===== src/design/mac_mul_pkg.sv =====
/*
 * shared constants for the signed booth multiplier lane
 * widths, bias words and the operand word union
 * int16 mode is one 16x16 multiply, int8 mode two 8x8 byte multiplies
 */

`default_nettype none

package mac_mul_pkg;

  localparam int unsigned OP_W           = 16;  // operand width
  localparam int unsigned LANE_W         = 8;   // int8 byte lane
  localparam int unsigned N_DIGITS       = 8;   // radix-4 digits, 0-3 low group, 4-7 high
  localparam int unsigned DIGIT_W        = 3;   // booth window
  localparam int unsigned SEL_W          = 17;  // selector output, top bit inverted sign
  localparam int unsigned ROWS_PER_GROUP = 5;   // 4 multiples + 1 trailing inv bit row
  localparam int unsigned PP_W           = 24;  // first level row width
  localparam int unsigned RES_W          = 32;  // result width

  // implicit 2^16 per row, weights 1+4+16+64 = 85 per group
  // high group sits 8 bits up, so 0x55 shows in both bytes
  localparam logic [RES_W-1:0] BIAS_INT16 = 32'h5555_0000;
  // same 85 x 2^8 per byte lane, one copy per 16-bit half
  localparam logic [RES_W-1:0] BIAS_INT8  = 32'h5500_5500;

  // operand word, read as one int16 or as two int8 bytes
  typedef union packed {
    logic [OP_W-1:0] word;
    struct packed {
      logic [LANE_W-1:0] hi;  // lane 1
      logic [LANE_W-1:0] lo;  // lane 0
    } lanes;
  } mul_operand_u;

endpackage

`default_nettype wire


===== src/design/mac_mul_if.sv =====
/*
 * internal bundles of the multiplier lane
 * mul_op_if  carries booth digits and source words into the selector array
 * mul_pp_if  carries the carry-save pairs to the output gating
 */

`default_nettype none
`timescale 1ns/1ns

interface mul_op_if;

  logic [mac_mul_pkg::N_DIGITS-1:0][mac_mul_pkg::DIGIT_W-1:0] code;  // 8 windows
  mac_mul_pkg::mul_operand_u                                  src_lo;  // b for digits 0-3
  mac_mul_pkg::mul_operand_u                                  src_hi;  // b for digits 4-7
  logic                                                       is_int8;
  logic [1:0]                                                 lane_vld;

  modport src (output code, output src_lo, output src_hi, output is_int8, output lane_vld);
  modport dst (input code, input src_lo, input src_hi, input is_int8, input lane_vld);

endinterface

interface mul_pp_if;

  // first level pairs, one per digit group
  logic [mac_mul_pkg::PP_W-1:0]  l0_lo_sum;
  logic [mac_mul_pkg::PP_W-1:0]  l0_lo_carry;
  logic [mac_mul_pkg::PP_W-1:0]  l0_hi_sum;
  logic [mac_mul_pkg::PP_W-1:0]  l0_hi_carry;
  // merged int16 pair
  logic [mac_mul_pkg::RES_W-1:0] l1_sum;
  logic [mac_mul_pkg::RES_W-1:0] l1_carry;
  logic                          is_int8;
  logic [1:0]                    lane_vld;

  modport src (
    output l0_lo_sum, output l0_lo_carry, output l0_hi_sum, output l0_hi_carry,
    output l1_sum, output l1_carry, output is_int8, output lane_vld
  );
  modport dst (
    input l0_lo_sum, input l0_lo_carry, input l0_hi_sum, input l0_hi_carry,
    input l1_sum, input l1_carry, input is_int8, input lane_vld
  );

endinterface

`default_nettype wire


===== src/design/mac_booth_sel.sv =====
/*
 * radix-4 booth selector for one digit
 * picks 0, +-1 or +-2 times the source at 16 or 8 bits
 * top bit comes out inverted so rows need no sign extension,
 * negative multiples are one's complement with sel_inv for the +1
 */

`default_nettype none
`timescale 1ns/1ns

module mac_booth_sel (
  input  wire logic [mac_mul_pkg::DIGIT_W-1:0] code,
  input  wire logic                            is_int8,
  input  wire mac_mul_pkg::mul_operand_u       src,
  output logic [mac_mul_pkg::SEL_W-1:0]        sel_data,
  output logic                                 sel_inv
);

  logic                                  dig_one;   // |digit| == 1
  logic                                  dig_two;   // |digit| == 2
  logic                                  dig_neg;   // negative, 111 counts as +0
  logic [mac_mul_pkg::SEL_W-1:0]         mag_16;    // 17-bit signed multiple
  logic [mac_mul_pkg::LANE_W:0]          mag_8;     // 9-bit signed multiple

  // digit = -2*c2 + c1 + c0
  assign dig_one = code[1] ^ code[0];
  assign dig_two = (code == 3'b011) | (code == 3'b100);
  assign dig_neg = code[2] & ~(code[1] & code[0]);

  always_comb begin
    mag_16 = '0;
    mag_8  = '0;
    if (dig_one) begin
      mag_16 = {src.word[15], src.word};
      mag_8  = {src.lanes.lo[7], src.lanes.lo};
    end else if (dig_two) begin
      mag_16 = {src.word, 1'b0};
      mag_8  = {src.lanes.lo, 1'b0};
    end
  end

  always_comb begin
    if (is_int8) begin
      // upper byte idle in int8
      sel_data = {{(mac_mul_pkg::SEL_W - mac_mul_pkg::LANE_W - 1){1'b0}},
                  (mag_8 ^ {(mac_mul_pkg::LANE_W + 1){dig_neg}}) ^ 9'h100};
    end else begin
      sel_data = (mag_16 ^ {mac_mul_pkg::SEL_W{dig_neg}}) ^ 17'h1_0000;
    end
    sel_inv = dig_neg;  // +1 lands in the next row
  end

endmodule

`default_nettype wire


===== src/design/mac_cfg_op.sv =====
/*
 * input side of the multiplier lane
 * mode register, lane valids, booth digit windows from operand a
 * and the per-group source words from operand b
 */

`default_nettype none
`timescale 1ns/1ns

module mac_cfg_op (
  input  wire logic                      nvdla_core_clk,
  input  wire logic                      nvdla_core_rstn,
  input  wire logic                      cfg_is_int8,
  input  wire logic                      cfg_reg_en,
  input  wire mac_mul_pkg::mul_operand_u op_a_dat,
  input  wire logic [1:0]                op_a_nz,
  input  wire logic                      op_a_pvld,
  input  wire mac_mul_pkg::mul_operand_u op_b_dat,
  input  wire logic [1:0]                op_b_nz,
  input  wire logic                      op_b_pvld,
  mul_op_if.src                          op
);

  logic       cfg_is_int8_d1;  // captured mode
  logic [8:0] code_lo;         // digits 0-3
  logic [8:0] code_hi;         // digits 4-7

  // ==========================================================================
  // mode register
  // ==========================================================================
  always_ff @(posedge nvdla_core_clk or negedge nvdla_core_rstn) begin
    if (!nvdla_core_rstn) begin
      cfg_is_int8_d1 <= 1'b0;  // int16 out of reset
    end else if (cfg_reg_en) begin
      cfg_is_int8_d1 <= cfg_is_int8;
    end
  end

  assign op.is_int8 = cfg_is_int8_d1;

  // a lane needs both operands valid and non-zero
  assign op.lane_vld[1] = op_a_pvld & op_b_pvld & op_a_nz[1] & op_b_nz[1];
  assign op.lane_vld[0] = op_a_pvld & op_b_pvld & op_a_nz[0] & op_b_nz[0];

  // ==========================================================================
  // booth windows
  // ==========================================================================
  assign code_lo = {op_a_dat.lanes.lo, 1'b0};
  // int8 restarts the high byte, int16 overlaps bit 7
  assign code_hi = cfg_is_int8_d1 ? {op_a_dat.lanes.hi, 1'b0} : op_a_dat.word[15:7];

  always_comb begin
    for (int i = 0; i < 4; i++) begin
      op.code[i]     = code_lo[2*i +: mac_mul_pkg::DIGIT_W];  // overlapping by one bit
      op.code[i + 4] = code_hi[2*i +: mac_mul_pkg::DIGIT_W];
    end
  end

  // b words, zero-extended byte per group in int8
  always_comb begin
    op.src_lo = op_b_dat;
    op.src_hi = op_b_dat;
    if (cfg_is_int8_d1) begin
      op.src_lo.word = {{mac_mul_pkg::LANE_W{1'b0}}, op_b_dat.lanes.lo};
      op.src_hi.word = {{mac_mul_pkg::LANE_W{1'b0}}, op_b_dat.lanes.hi};
    end
  end

endmodule

`default_nettype wire


===== src/design/mac_csa_reduce.sv =====
/*
 * two level carry-save reduction
 * each digit group folds to a 24-bit pair, int16 merges both pairs
 * in a 32-bit tree with the high group eight bits up
 */

`default_nettype none
`timescale 1ns/1ns

module mac_csa_reduce (
  input  wire logic [mac_mul_pkg::ROWS_PER_GROUP-1:0][mac_mul_pkg::PP_W-1:0] rows_lo,
  input  wire logic [mac_mul_pkg::ROWS_PER_GROUP-1:0][mac_mul_pkg::PP_W-1:0] rows_hi,
  input  wire logic                                                          is_int8,
  input  wire logic [1:0]                                                    lane_vld,
  mul_pp_if.src                                                              pp
);

  localparam int unsigned SFT = mac_mul_pkg::RES_W - mac_mul_pkg::PP_W;  // 8

  logic [mac_mul_pkg::PP_W-1:0]        lo_sum;
  logic [mac_mul_pkg::PP_W-1:0]        lo_carry;
  logic [mac_mul_pkg::PP_W-1:0]        hi_sum;
  logic [mac_mul_pkg::PP_W-1:0]        hi_carry;
  logic [3:0][mac_mul_pkg::RES_W-1:0]  l1_rows;

  // ==========================================================================
  // level 0, one tree per group
  // ==========================================================================
  mac_csa_tree #(.N_ROWS(mac_mul_pkg::ROWS_PER_GROUP), .WIDTH(mac_mul_pkg::PP_W)) u_tree_lo (
    .rows  (rows_lo),
    .sum   (lo_sum),
    .carry (lo_carry)
  );

  mac_csa_tree #(.N_ROWS(mac_mul_pkg::ROWS_PER_GROUP), .WIDTH(mac_mul_pkg::PP_W)) u_tree_hi (
    .rows  (rows_hi),
    .sum   (hi_sum),
    .carry (hi_carry)
  );

  // ==========================================================================
  // level 1, int16 only, held at zero in int8 to save toggles
  // ==========================================================================
  assign l1_rows = is_int8 ? '0 :
                   {{hi_carry, {SFT{1'b0}}},
                    {hi_sum,   {SFT{1'b0}}},
                    {{SFT{1'b0}}, lo_carry},
                    {{SFT{1'b0}}, lo_sum}};

  mac_csa_tree #(.N_ROWS(4), .WIDTH(mac_mul_pkg::RES_W)) u_tree_l1 (
    .rows  (l1_rows),
    .sum   (pp.l1_sum),
    .carry (pp.l1_carry)
  );

  assign pp.l0_lo_sum   = lo_sum;
  assign pp.l0_lo_carry = lo_carry;
  assign pp.l0_hi_sum   = hi_sum;
  assign pp.l0_hi_carry = hi_carry;
  assign pp.is_int8     = is_int8;
  assign pp.lane_vld    = lane_vld;

endmodule

`default_nettype wire


===== src/design/mac_csa_tree.sv =====
/*
 * carry-save reduction of N_ROWS rows to a sum/carry pair
 * one 3:2 layer per extra row, computed with guard bits so that
 * sum + carry equals the row total exactly when it fits in WIDTH
 */

`default_nettype none
`timescale 1ns/1ns

module mac_csa_tree #(
  parameter int unsigned N_ROWS = 5,
  parameter int unsigned WIDTH  = 24
) (
  input  wire logic [N_ROWS-1:0][WIDTH-1:0] rows,
  output logic [WIDTH-1:0]                  sum,
  output logic [WIDTH-1:0]                  carry
);

  localparam int unsigned EXT_W = WIDTH + $clog2(N_ROWS);  // room for the full total

  logic [EXT_W-1:0] s_lvl [N_ROWS-1];  // running sum vector
  logic [EXT_W-1:0] c_lvl [N_ROWS-1];  // running carry vector

  assign s_lvl[0] = EXT_W'(rows[0]);
  assign c_lvl[0] = EXT_W'(rows[1]);

  for (genvar k = 1; k < N_ROWS - 1; k++) begin : g_lvl
    logic [EXT_W-1:0] in_c;
    logic [EXT_W-1:0] maj;

    assign in_c     = EXT_W'(rows[k + 1]);
    assign s_lvl[k] = s_lvl[k-1] ^ c_lvl[k-1] ^ in_c;
    assign maj      = (s_lvl[k-1] & c_lvl[k-1]) | (in_c & (s_lvl[k-1] ^ c_lvl[k-1]));
    // top maj bit is always zero, total < 2^EXT_W
    assign c_lvl[k] = {maj[EXT_W-2:0], 1'b0};
  end

  assign sum   = s_lvl[N_ROWS-2][WIDTH-1:0];
  assign carry = c_lvl[N_ROWS-2][WIDTH-1:0];

endmodule

`default_nettype wire


===== src/design/mac_mul_top.sv =====
/*
 * signed booth multiplier lane, top level
 * int16 or dual int8 product as a carry-save pair with bias
 */

`default_nettype none
`timescale 1ns/1ns

module mac_mul_top (
  input  wire logic                           nvdla_core_clk,
  input  wire logic                           nvdla_core_rstn,
  input  wire logic                           cfg_is_int8,
  input  wire logic                           cfg_reg_en,
  input  wire logic [mac_mul_pkg::OP_W-1:0]   op_a_dat,
  input  wire logic [1:0]                     op_a_nz,
  input  wire logic                           op_a_pvld,
  input  wire logic [mac_mul_pkg::OP_W-1:0]   op_b_dat,
  input  wire logic [1:0]                     op_b_nz,
  input  wire logic                           op_b_pvld,
  output logic [mac_mul_pkg::RES_W-1:0]       res_a,
  output logic [mac_mul_pkg::RES_W-1:0]       res_b
);

  logic [mac_mul_pkg::ROWS_PER_GROUP-1:0][mac_mul_pkg::PP_W-1:0] rows_lo;
  logic [mac_mul_pkg::ROWS_PER_GROUP-1:0][mac_mul_pkg::PP_W-1:0] rows_hi;
  logic                                                          pp_is_int8;
  logic [1:0]                                                    pp_lane_vld;

  mul_op_if op_if ();
  mul_pp_if pp_if ();

  mac_cfg_op u_cfg_op (
    .nvdla_core_clk  (nvdla_core_clk),
    .nvdla_core_rstn (nvdla_core_rstn),
    .cfg_is_int8     (cfg_is_int8),
    .cfg_reg_en      (cfg_reg_en),
    .op_a_dat        (op_a_dat),
    .op_a_nz         (op_a_nz),
    .op_a_pvld       (op_a_pvld),
    .op_b_dat        (op_b_dat),
    .op_b_nz         (op_b_nz),
    .op_b_pvld       (op_b_pvld),
    .op              (op_if.src)
  );

  mac_pp_array u_pp_array (
    .op       (op_if.dst),
    .rows_lo  (rows_lo),
    .rows_hi  (rows_hi),
    .is_int8  (pp_is_int8),
    .lane_vld (pp_lane_vld)
  );

  mac_csa_reduce u_csa_reduce (
    .rows_lo  (rows_lo),
    .rows_hi  (rows_hi),
    .is_int8  (pp_is_int8),
    .lane_vld (pp_lane_vld),
    .pp       (pp_if.src)
  );

  mac_res_gate u_res_gate (
    .pp    (pp_if.dst),
    .res_a (res_a),
    .res_b (res_b)
  );

endmodule

`default_nettype wire


===== src/design/mac_pp_array.sv =====
/*
 * partial product array
 * eight booth selectors, outputs placed at a two-bit step into
 * two groups of five rows, inversion bits fill the gap of the next row
 */

`default_nettype none
`timescale 1ns/1ns

module mac_pp_array (
  mul_op_if.dst op,
  output logic [mac_mul_pkg::ROWS_PER_GROUP-1:0][mac_mul_pkg::PP_W-1:0] rows_lo,
  output logic [mac_mul_pkg::ROWS_PER_GROUP-1:0][mac_mul_pkg::PP_W-1:0] rows_hi,
  output logic                                                          is_int8,
  output logic [1:0]                                                    lane_vld
);

  logic [mac_mul_pkg::N_DIGITS-1:0][mac_mul_pkg::SEL_W-1:0] sel_data;
  logic [mac_mul_pkg::N_DIGITS-1:0]                         sel_inv;

  for (genvar i = 0; i < mac_mul_pkg::N_DIGITS; i++) begin : g_sel
    mac_booth_sel u_sel (
      .code     (op.code[i]),
      .is_int8  (op.is_int8),
      .src      ((i < mac_mul_pkg::N_DIGITS / 2) ? op.src_lo : op.src_hi),
      .sel_data (sel_data[i]),
      .sel_inv  (sel_inv[i])
    );
  end

  // ==========================================================================
  // row placement
  // ==========================================================================
  always_comb begin
    rows_lo = '0;
    rows_hi = '0;
    for (int j = 0; j < 4; j++) begin
      rows_lo[j][2*j +: mac_mul_pkg::SEL_W] = sel_data[j];
      rows_hi[j][2*j +: mac_mul_pkg::SEL_W] = sel_data[j + 4];
      // +1 of digit j sits at weight 2j, in row j+1 (row 4 for the last)
      rows_lo[j + 1][2*j] = sel_inv[j];
      rows_hi[j + 1][2*j] = sel_inv[j + 4];
    end
  end

  assign is_int8  = op.is_int8;
  assign lane_vld = op.lane_vld;

endmodule

`default_nettype wire


===== src/design/mac_res_gate.sv =====
/*
 * output side, picks the pair for the mode and gates
 * each invalid 16-bit half to the bias pattern
 */

`default_nettype none
`timescale 1ns/1ns

module mac_res_gate (
  mul_pp_if.dst                          pp,
  output logic [mac_mul_pkg::RES_W-1:0]  res_a,
  output logic [mac_mul_pkg::RES_W-1:0]  res_b
);

  logic [mac_mul_pkg::RES_W-1:0] res_a_ori;
  logic [mac_mul_pkg::RES_W-1:0] res_b_ori;
  logic [mac_mul_pkg::RES_W-1:0] bias;  // zero product pattern

  // int8 packs the low halves of both group pairs
  assign res_a_ori = pp.is_int8 ? {pp.l0_hi_sum[15:0], pp.l0_lo_sum[15:0]} : pp.l1_sum;
  assign res_b_ori = pp.is_int8 ? {pp.l0_hi_carry[15:0], pp.l0_lo_carry[15:0]} : pp.l1_carry;

  assign bias = pp.is_int8 ? mac_mul_pkg::BIAS_INT8 : mac_mul_pkg::BIAS_INT16;

  always_comb begin
    res_a[31:16] = pp.lane_vld[1] ? res_a_ori[31:16] : bias[31:16];
    res_a[15:0]  = pp.lane_vld[0] ? res_a_ori[15:0]  : bias[15:0];
    res_b[31:16] = pp.lane_vld[1] ? res_b_ori[31:16] : 16'h0000;  // bias only in a
    res_b[15:0]  = pp.lane_vld[0] ? res_b_ori[15:0]  : 16'h0000;
  end

endmodule

`default_nettype wire


===== config.mk =====
export PLATFORM = sky130hd
export DESIGN_NAME = mac_mul_top
export DESIGN_NICKNAME = d
export VERILOG_FILES = /design/src/design/mac_mul_pkg.sv /design/src/design/mac_mul_if.sv /design/src/design/mac_booth_sel.sv /design/src/design/mac_cfg_op.sv /design/src/design/mac_csa_reduce.sv /design/src/design/mac_csa_tree.sv /design/src/design/mac_mul_top.sv /design/src/design/mac_pp_array.sv /design/src/design/mac_res_gate.sv
export SDC_FILE = /design/constraint.sdc
export NUM_CORES = 1
export LEC_CHECK = 0
export BUFFER_PORTS_ARGS = -buffer_cell sky130_fd_sc_hd__buf_2
export CAP_MARGIN = 20
export CORE_MARGIN = 2
export CORE_UTILIZATION = 55
export DETAILED_ROUTE_END_ITERATION = 8
export HOLD_SLACK_MARGIN = 0.12
export PLACE_DENSITY = 0.83
export REMOVE_ABC_BUFFERS = 1
export SYNTH_ARGS = -nofsm -noshare
export SYNTH_HDL_FRONTEND = slang
export SYNTH_SLANG_ARGS = --single-unit

===== constraint.sdc =====
create_clock -name nvdla_core_clk -period 5.6 [get_ports nvdla_core_clk]
set_input_delay 0.56 -clock nvdla_core_clk [delete_from_list [all_inputs] [get_ports nvdla_core_clk]]
set_output_delay 0.56 -clock nvdla_core_clk [all_outputs]
set_load 0.01 [all_outputs]

Word level (Yosys, flattened, before mapping):

Cells that the tools add are included.
Widths: inputs -> output; s select.

* bitwise operators: 112
* muxes and demuxes: 51
* equality and inequality tests: 15

Operator list (count)
* $mux 17: 24
* $mux 9: 16
* $xor 17x17->17: 8
* $mux 128: 1
* $xor 32x32->32: 4
* $and 31x31->31: 4
* $mux 16: 6
* $or 23x23->23: 4
* $xor 9x9->9: 8
* $mux 32: 2
* $or 31x31->31: 2
* $xor 24x24->24: 2
* $xor 24x7->24: 2
* $and 23x22->23: 2
* $and 23x23->23: 2
* $and 7x23->23: 2
* $xor 22x23->23: 2
* $and 21x22->22: 2
* $xor 21x22->22: 2
* $and 21x19->21: 2
* $or 19x21->21: 2
* $xor 19x21->21: 2
* $and 17x19->19: 2
* $xor 17x19->19: 2
* other kinds (9): 73

* output and inout bits: 64
* input port bits: 42
* logic and storage cells: 179
* flip-flop bits (word level): 1

Depth between registers and ports, before layout:

Gate-level depths: netlist (run 1).

* depth after elaboration: 26
* mapped depth: 22
* mapped depth without buffers: 19

By module:

Synthesis (run 1) repeated with hierarchy kept, for this count alone.

* cell total of the unflattened synthesis: 1673
* area total of the unflattened synthesis: 13558.0 um2

By module, submodules not included
* mac_csa_tree at u_csa_reduce.u_tree_hi ...: times used 2, area each 2247.2 um2, cells each 290, sequential area each 0.0 um2
* mac_booth_sel: times used 8, area each 493.0 um2, cells each 53, sequential area each 0.0 um2
* mac_csa_tree at u_csa_reduce.u_tree_l1: times used 1, area each 1964.4 um2, cells each 248, sequential area each 0.0 um2
* mac_res_gate: times used 1, area each 1184.9 um2, cells each 148, sequential area each 0.0 um2
* mac_pp_array: times used 1, area each 747.0 um2, cells each 100, sequential area each 0.0 um2
* mac_csa_reduce: times used 1, area each 704.4 um2, cells each 110, sequential area each 0.0 um2
* mac_cfg_op: times used 1, area each 519.2 um2, cells each 63, sequential area each 25.0 um2

Least setup slack after synthesis (run 1):

OpenSTA, ideal clock, no wires.

* path kind: register -> output
* start point: register u_cfg_op.cfg_is_int8_d1, in the netlist u_cfg_op.op.is_int8
* end point: output port res_a[14] (netlist bit)
* buffers on the path: 4
* slack: 0.090 ns
* stages on the path, launching flop included: 20
* arrival: 4.950 ns
* data required time: 5.040 ns
* path through: dfrtp_1 buf_2 buf_2 nand2b_1 ha_1 buf_2 buf_1 a21oi_1 xnor2_1 fa_1 inv_1 fa_1 inv_1 fa_1 nand2b_1 fa_1 inv_1 fa_1 nand2_1 o21ai_0

* word-level cells in the longest chain between the ends: 22
* elaborated cells on any way between the ends: 92
* classes of those cells: eq/ne (2); mux (36); bitwise (54)

RTL lines
* from (decl): line mac_cfg_op.sv:24 `logic cfg_is_int8_d1;`
* from (signal assigned): line mac_cfg_op.sv:35 `cfg_is_int8_d1 <= cfg_is_int8;`
* $mux 1 / $mux 16 (equally long branches): line mac_cfg_op.sv:50, mac_cfg_op.sv:63
* $eq 3x2->1 (tied with other cells): line mac_booth_sel.sv:27 `assign dig_two = (code == 3'b011) | (code == 3'b100);`
* $or 1x1->1 / $mux 17 (equally long branches): line mac_booth_sel.sv:27, mac_booth_sel.sv:33
* $mux 17 (tied with other cells): line mac_booth_sel.sv:36 `end else if (dig_two) begin`
* $mux 17 (tied with other cells): line mac_booth_sel.sv:33 `if (dig_one) begin`
* $xor 17x17->17 (tied with other cells): line mac_booth_sel.sv:48 `sel_data = (mag_16 ^ {mac_mul_pkg::SEL_W{dig_neg}}) ^ 17'h1_0000;`
* $mux 17 / $and 21x19->21 (equally long branches): line mac_booth_sel.sv:43, mac_csa_tree.sv:33
* $xor 17x19->19 / $or 19x21->21 (equally long branches): line mac_csa_tree.sv:32, mac_csa_tree.sv:33
* [6 not listed]
* $xor 24x7->24 / $mux 128 (equally long branches): line mac_csa_tree.sv:32, mac_csa_reduce.sv:44
* $mux 128 / $xor 32x32->32 (equally long branches): line mac_csa_reduce.sv:44, mac_csa_tree.sv:32
* $and 31x31->31: line mac_csa_tree.sv:33 `assign maj = (s_lvl[k-1] & c_lvl[k-1]) | (in_c & (s_lvl[k-1] ^ c_lvl[k-1]));`
* $or 31x31->31: line mac_csa_tree.sv:33
* $xor 32x32->32
* $xor 32x32->32: line mac_csa_tree.sv:32 `assign s_lvl[k] = s_lvl[k-1] ^ c_lvl[k-1] ^ in_c;`
* $mux 32: line mac_res_gate.sv:20 `assign res_a_ori = pp.is_int8 ? {pp.l0_hi_sum[15:0], pp.l0_lo_sum[15:0]} : pp.l1_sum;`
* $mux 16 (*): line mac_res_gate.sv:27 `res_a[15:0] = pp.lane_vld[0] ? res_a_ori[15:0] : bias[15:0];`
* to (decl): line mac_mul_top.sv:20 `output logic [mac_mul_pkg::RES_W-1:0] res_a,`

Mark *: on every way between the ends. The rest lies on a longest branch, timed or not.

Worst setup path after layout (run 1):

* start point: input port op_a_dat[9] (netlist bit)
* end point: output port res_a[18] (netlist bit)

* word-level cells in the longest chain between the ends: 21
* elaborated cells on any way between the ends: 50
* classes of those cells: eq/ne (4); mux (13); bitwise (33)

RTL lines
* from (decl): line mac_mul_top.sv:14 `input wire logic [mac_mul_pkg::OP_W-1:0] op_a_dat,`
* $eq 3x2->1 / $eq 3x3->1 (equally long branches): line mac_booth_sel.sv:27
* $or 1x1->1: line mac_booth_sel.sv:27
* $mux 17 / $mux 9 (equally long branches): line mac_booth_sel.sv:36
* $mux 17 / $mux 9 (equally long branches): line mac_booth_sel.sv:33
* $xor 17x17->17 / $xor 9x9->9 (equally long branches): line mac_booth_sel.sv:48, mac_booth_sel.sv:46
* $mux 17 / $not 1->1 (equally long branches)
* $xor 17x19->19 / $mux 17 (equally long branches): line mac_csa_tree.sv:32, mac_csa_tree.sv:33, mac_booth_sel.sv:43
* $and 21x19->21 / $xor 17x19->19 (equally long branches): line mac_csa_tree.sv:33, mac_csa_tree.sv:32
* [5 not listed]
* $xor 24x7->24 / $xor 24x24->24 (equally long branches): line mac_csa_tree.sv:32, mac_csa_tree.sv:33
* $mux 128 / $xor 24x7->24 (equally long branches): line mac_csa_reduce.sv:44, mac_csa_tree.sv:32
* $and 31x31->31 / $mux 128 (equally long branches): line mac_csa_tree.sv:33, mac_csa_reduce.sv:44
* $or 31x31->31 / $xor 32x32->32 (equally long branches): line mac_csa_tree.sv:33, mac_csa_tree.sv:32
* $xor 32x32->32
* $xor 32x32->32: line mac_csa_tree.sv:32
* $mux 32 (*): line mac_res_gate.sv:20
* $mux 16 (*): line mac_res_gate.sv:26 `res_a[31:16] = pp.lane_vld[1] ? res_a_ori[31:16] : bias[31:16];`

Marked as above.

==> flow_summary.yaml, run 1 <==
outcome:
  outcome: "completed"
cells_and_area:
  fin_util_pct: 61.32
  fill_cells: 1254
  multi_input_area_um2: 7296
  antenna_cells: 0
  ff_latch_area_um2: 28.78
  drive_above_1_share_pct: 18.33
  nNetsFinal: 1279
  largest_reg_flops: 1
  syn2layout_area_growth_pct: 9.767
sta:
  fin_crit_sh_pct: 96.37
  timing.final.ws_setup_ns: 0.2032
  setup_viol: 0
  hold_ws_ns: 0.3346
  slew_viol_final: 0
  max_slew_margin_pct: 35.64
  tns_ns: 0
  max_freq_mhz: 185.3
  worst_slew_pin_slew_ns: 0.9619
  min_period_ns: 5.397
  hold_viol: 0
  grt_setup_unrepaired: "no"
  finClkSkew_ns: 0
detailed_routing:
  viasPerCell: 5.821
  wl_per_cell_um: 17.77
  drt_first_iter_violations: 647
  wl_um: 22180
  vias: 7264
  drc: 0
  drtAntennaViolNets: 0
  dr.pass1.iters: 5
place:
  portBuffers: 101
  dp_slack_ns: 0.007570
  hpwl_um: 17790
  gp_congestion: 0.9789
setup_path:
  crit_buf_inv: 5
  crit_family: "adder cells"
  critPathArrivalTime_ns: 4.84
  path_max_fanout: 8
  critPathCaptureType: "output port"
  cp_cell_sequence: "clkbuf_4 -> inv_2 -> ha_4 -> mux2_4 -> buf_4 -> nor3b_1 -> a2111oi_2 -> xor2_1 -> fa_1 -> fa_1 -> ha_1 -> nand2b_1 -> fa_1 -> inv_1 -> fa_1 -> nor3_1 -> a21oi_1 -> buf_2"
  max_stage_delay_ns: 0.53
  critPathKind: "input pin to output port"
  crit_slowest_cell: "fa_1"
  required_ns: 5.04
  cp-start-kind: "input pin"
  crit_top_cell: "fa_1"
pwr:
  ir_drop_mv: 0.1045
  p_per_area_nw_per_um2: 246.9
  power_mw: 2.184
  power.leakage_nw: 4.243
cts:
  insertion_delay_ns: 0
  clk_pin_slew_worst_paths_ns: 0
  holdBufCountCts: 0
yosys:
  synth-compound-area-share_pct: 16.37
  netlist_area_um2: 8058
  ys_seq_area_share_pct: 0.3106
  synth_top_area_share_pct: 21.61
  ys_types: 42
  syn_inst: 1004
  avgSynthCellArea_um2: 8.026
  synth_fa_ha_area_share_pct: 34.66
  synthTopCellsByArea: "fa_1 (22%), ha_1 (13%), mux2i_1 (6.2%)"
  synth_xor_area_share_pct: 11.52
  ys_warn_count: 0
  synth_top_family_by_area: "adder cells"
  synth_area_leader_cell: "fa_1"
  yosys_register_bits: 1
  synthSimpleGateAreaFrac_pct: 17.66
  muxShareOfSynthArea_pct: 9.099
die:
  row_count: 44
  coreArea_um2: 14420
  die_y_um: 125.0
  ios: 106
  initial_core_util_pct: 55.86
  die_x_um: 125.0
  dieArea_um2: 15640
global_routing:
  grt_usage_pct: 27.48
  grt_pass1_vias: 7014
  grt_pass1_wl_um: 35690
  grt_start_max_net_pins: 64
  antenna_found_initial: 0
  grt_overflow: 0
min_path:
  holdCritPathClass: "input pin to async pin"
flow_run:
  cap_violations: 0
## kinds of logic after synthesis
kind of cell / after synthesis
flip-flops: 1
other: 1
XOR/XNOR: 106
AND/OR/NAND/NOR: 265
AO/OA/AOI/OAI: 198
adder cells (fa/ha/maj): 171
buffers and inverters: 194
multiplexers: 68
## report_power, final
part	switching, mW	total (mW)	leakage [nW]	internal, mW
clock network	0	0	0	0
logic	1.24	2.17	4.23	0.936
registers	0.000741	0.00932	0.0108	0.00858
## repair_timing
action / in CTS / in global routing
cloned: 0 / 0
pin swaps: 0 / 2
setup endpoints to repair: 1 / 19
hold endpoints to repair: 0 / 0
gates resized for setup: 1 / 18
setup buffers: 0 / 3
## synth_stat cells
cell type  number
buf_6           2
and2_1          5
buf_2          42
fa_1           87
nand2_1        32
nor3_1         17
mux2i_2         3
or2_2           3
nor2_4          1
a2111oi_0       1
or2b_1          1
clkbuf_1       37
o31a_1          6
mux2_2         13
xor2_1         52
conb_1          1
buf_4          10
or3_1           1
a21oi_1        69
nand2b_1       73
nor2b_1        50
and3_1          4
dfrtp_1         1
a22o_1         19
nor4b_1         4
mux2i_1        50
inv_1          97
buf_1           6
o22a_1          4
a22oi_1        63
a2111oi_2       4
o21ai_0        27
nor2_1         65
mux2i_4         2
a211oi_1        3
nand4_1         2
ha_1           84
and4_1          2
nor3b_1         4
o31a_2          2
nor2b_2         1
xnor2_1        54
## worst register-to-register path, delay by kind of cell, from the launching register on
family	cells	cell delay, ns
DFF	1	0.40
muxes	1	0.23
buffers and inverters	2	0.69
## cell usage in the layout (no fill, tap or decap), types with 2 or more instances in the layout
cell         n
a22o_1      19
o22a_1       4
and3_1       4
o31a_2       2
nor2_1      63
a21oi_1     69
nor3_1      17
a2111oi_2    4
nand2b_1    73
and2_1       5
conb_1       4
or2_2        3
nor4b_1      4
o31a_1       6
ha_2         2
nor3b_1      3
mux2_4       2
mux2i_4      4
fa_1        87
nor2b_1     49
ha_4         3
nor2_2       2
mux2i_1     50
buf_2      100
nand4_1      2
nor2b_2      2
xor2_1      52
a211oi_1     3
a22oi_1     62
ha_1        79
mux2_2      11
nand2_1     32
o21ai_0     26
buf_4       51
and4_1       2
inv_1       96
xnor2_1     54
## stage by stage
step,area (um2),std cells
after floorplan,7600,910
after global placement,8722,1244
final,8845,1248
after CTS,8725,1244
after global routing,8845,1248
after detailed placement,8722,1244
## area by class of cell
type | instances | share of cell area [%]
multi-input cells | 812 | 82.49
repair buffers | 154 | 10.47
well taps | 184 | 2.603
flip-flops and latches | 1 | 0.3254
inverters | 97 | 4.117
## path summary, 6_finish.rpt
kind	startpoint	endpoint	slack, ns	cells past startpoint
max	op_a_dat[9]	res_a[18]	0.20	18
min	nvdla_core_rstn	u_cfg_op.op.is_int8$_DFFE_PN0P_	0.33	1
max reg2reg	u_cfg_op.op.is_int8$_DFFE_PN0P_	u_cfg_op.op.is_int8$_DFFE_PN0P_	4.21	3
min reg2reg	u_cfg_op.op.is_int8$_DFFE_PN0P_	u_cfg_op.op.is_int8$_DFFE_PN0P_	1.32	3
max in group asynchronous	nvdla_core_rstn	u_cfg_op.op.is_int8$_DFFE_PN0P_	5.17	1
min in group nvdla_core_clk	cfg_is_int8	u_cfg_op.op.is_int8$_DFFE_PN0P_	0.80	2
## per-layer routing
metal  part of all wire [%]  GRT usage, %  up-vias
met4                    3.3         7.386        0
li1                       -             -     3444
met1                     40         37.25     3445
met2                     49         47.51      323
met5                      0             0        -
met3                    8.0         2.139       52
No activity file was read; power rests on OpenSTA's default activity.
==> inputs of run 2 (changes only) <==
- CORE_ASPECT_RATIO: not set -> 0.8
- RECOVER_POWER: not set -> 100
==> run 2 against run 1 <==
  * Combinational power rose by 8%
  * Clock skew did not move
  * Worst setup slack got worse by 0.014 ns
  * Routed wire length rose by 6.1%
  * Global-route usage rose by 1.7 points
  * Via count barely moved
  * Design area rose by 0.91%
  * Power rose by 7.7%
==> flow_summary.yaml, run 2 (synthesis results as in run 1) <==
global_routing:
  grt_start_max_net_pins: 114
  grt_usage_pct: 29.15
  grt_overflow: 0
  grt_pass1_wl_um: 37230
  antenna_found_initial: 0
  grt_pass1_vias: 6852
die:
  die_y_um: 112.3
  coreArea_um2: 14300
  initial_core_util_pct: 56.36
  die_x_um: 139.3
  row_count: 39
  dieArea_um2: 15640
  ios: 106
pwr:
  p_per_area_nw_per_um2: 263.6
  power.leakage_nw: 4.245
  ir_drop_mv: 0.1757
  power_mw: 2.353
cells_and_area:
  fin_util_pct: 62.42
  nNetsFinal: 1281
  ff_latch_area_um2: 28.78
  stdcell_count: 1250
  layout_common_cells: "inv_1 (96), buf_2 (96), fa_1 (86), ha_1 (77), nand2b_1 (72)"
  antenna_cells: 0
  largest_reg_flops: 1
  multi_input_area_um2: 7382
  drive_above_1_share_pct: 18.76
  design_area_um2: 8925
  fill_cells: 1271
  syn2layout_area_growth_pct: 10.76
setup_path:
  critPathCaptureType: "output port"
  worstReg2RegStart: "u_cfg_op.op.is_int8$_DFFE_PN0P_"
  crit_family: "adder cells"
  cp_cell_sequence: "buf_2 -> nand2b_1 -> inv_1 -> ha_4 -> mux2_4 -> nor3b_2 -> a2111oi_2 -> xnor2_1 -> fa_1 -> inv_1 -> fa_1 -> inv_1 -> ha_4 -> nand2b_1 -> fa_1 -> inv_1 -> fa_1 -> nor3_1 -> a21oi_1 -> buf_2"
  max_stage_delay_ns: 0.53
  crit_buf_inv: 6
  crit_slowest_cell: "fa_1"
  critPathArrivalTime_ns: 4.85
  critPathLaunch: "op_a_dat[7]"
  path_max_fanout: 6
  critPathKind: "input pin to output port"
  cp-start-kind: "input pin"
  required_ns: 5.04
sta:
  hold_viol: 0
  min_period_ns: 5.411
  setup_viol: 0
  worst_slew_pin_slew_ns: 0.9643
  fin_crit_sh_pct: 96.63
  slew_viol_final: 0
  max_freq_mhz: 184.8
  finClkSkew_ns: 0
  timing.final.ws_setup_ns: 0.1888
  max_slew_margin_pct: 35.48
detailed_routing:
  viasPerCell: 5.815
  drtAntennaViolNets: 0
  wl_um: 23540
  wl_per_cell_um: 18.83
  drc: 0
  dr.pass1.iters: 5
  vias: 7269
  drt_first_iter_violations: 784
cts:
  clk_pin_slew_worst_paths_ns: 0
  insertion_delay_ns: 0
place:
  dp_cells: 1245
  dp_slack_ns: -0.1215
  dpl_cell_area_um2: 8717
  gp_congestion: 0.9745
  hpwl_um: 18510
  portBuffers: 101
outcome:
  outcome: "completed"
min_path:
  holdCritPathClass: "input pin to async pin"
flow_run:
  cap_violations: 0
==> run 2: through the flow <==
step | setup TNS (ns) | hold WS [ns]
after floorplan | -81.60 | 0.2644
after global placement | -0.001192 | 0.3351
after detailed placement | -0.1987 | 0.3355
after CTS | 0 | 0.3358
after global routing | -0.02017 | 0.3387
final | 0 | 0.3345
==> run 2: worst paths after layout <==
check / cells after the start / slack (ns) / to
worst max-delay path: 20 / 0.19 / res_a[16]
worst min-delay path: 1 / 0.33 / u_cfg_op.op.is_int8$_DFFE_PN0P_
worst max register to register: 2 / 4.54 / u_cfg_op.op.is_int8$_DFFE_PN0P_
worst min register to register: 2 / 0.82 / u_cfg_op.op.is_int8$_DFFE_PN0P_
max in group asynchronous: 1 / 5.17 / u_cfg_op.op.is_int8$_DFFE_PN0P_
min in group nvdla_core_clk: 2 / 0.80 / u_cfg_op.op.is_int8$_DFFE_PN0P_
==> run 2: layer usage <==
metal  up-vias  global-route usage [%]  share of wire [%]
met3        31                   4.010                9.3
met2       387                   42.81                 42
met4         0                   3.232                1.5
met1      3394                   46.65                 47
li1       3457                       -                  -
met5         -                       0                  0
==> run 2: layout make-up <==
cell class              count  share of cell area (%)
repair buffers            155                   10.30
multi-input cells         813                   82.71
inverters                  97                   4.080
well taps                 184                   2.580
flip-flops and latches      1                  0.3224
==> run 2: repair_timing <==
action                                  CTS  global route
gates cloned                              0             1
buffers inserted                          0             4
pin swaps                                 0             8
resized for setup                         2            32
endpoints found under the setup margin    4            13
hold endpoints to repair                  0             0
hold buffers                              0             0
==> run 2: worst reg2reg max path, stage by stage, from the launching register on <==
cell	delay, ns
dfrtp_4	0.48
buf_4	0.20
mux2_2	0.26
==> run 2: power breakdown <==
part | switching, mW | leakage [nW] | internal, mW
Clock | 0 | 0 | 0
Sequential | 0.00104 | 0.0108 | 0.00859
Combinational | 1.33 | 4.23 | 1.01
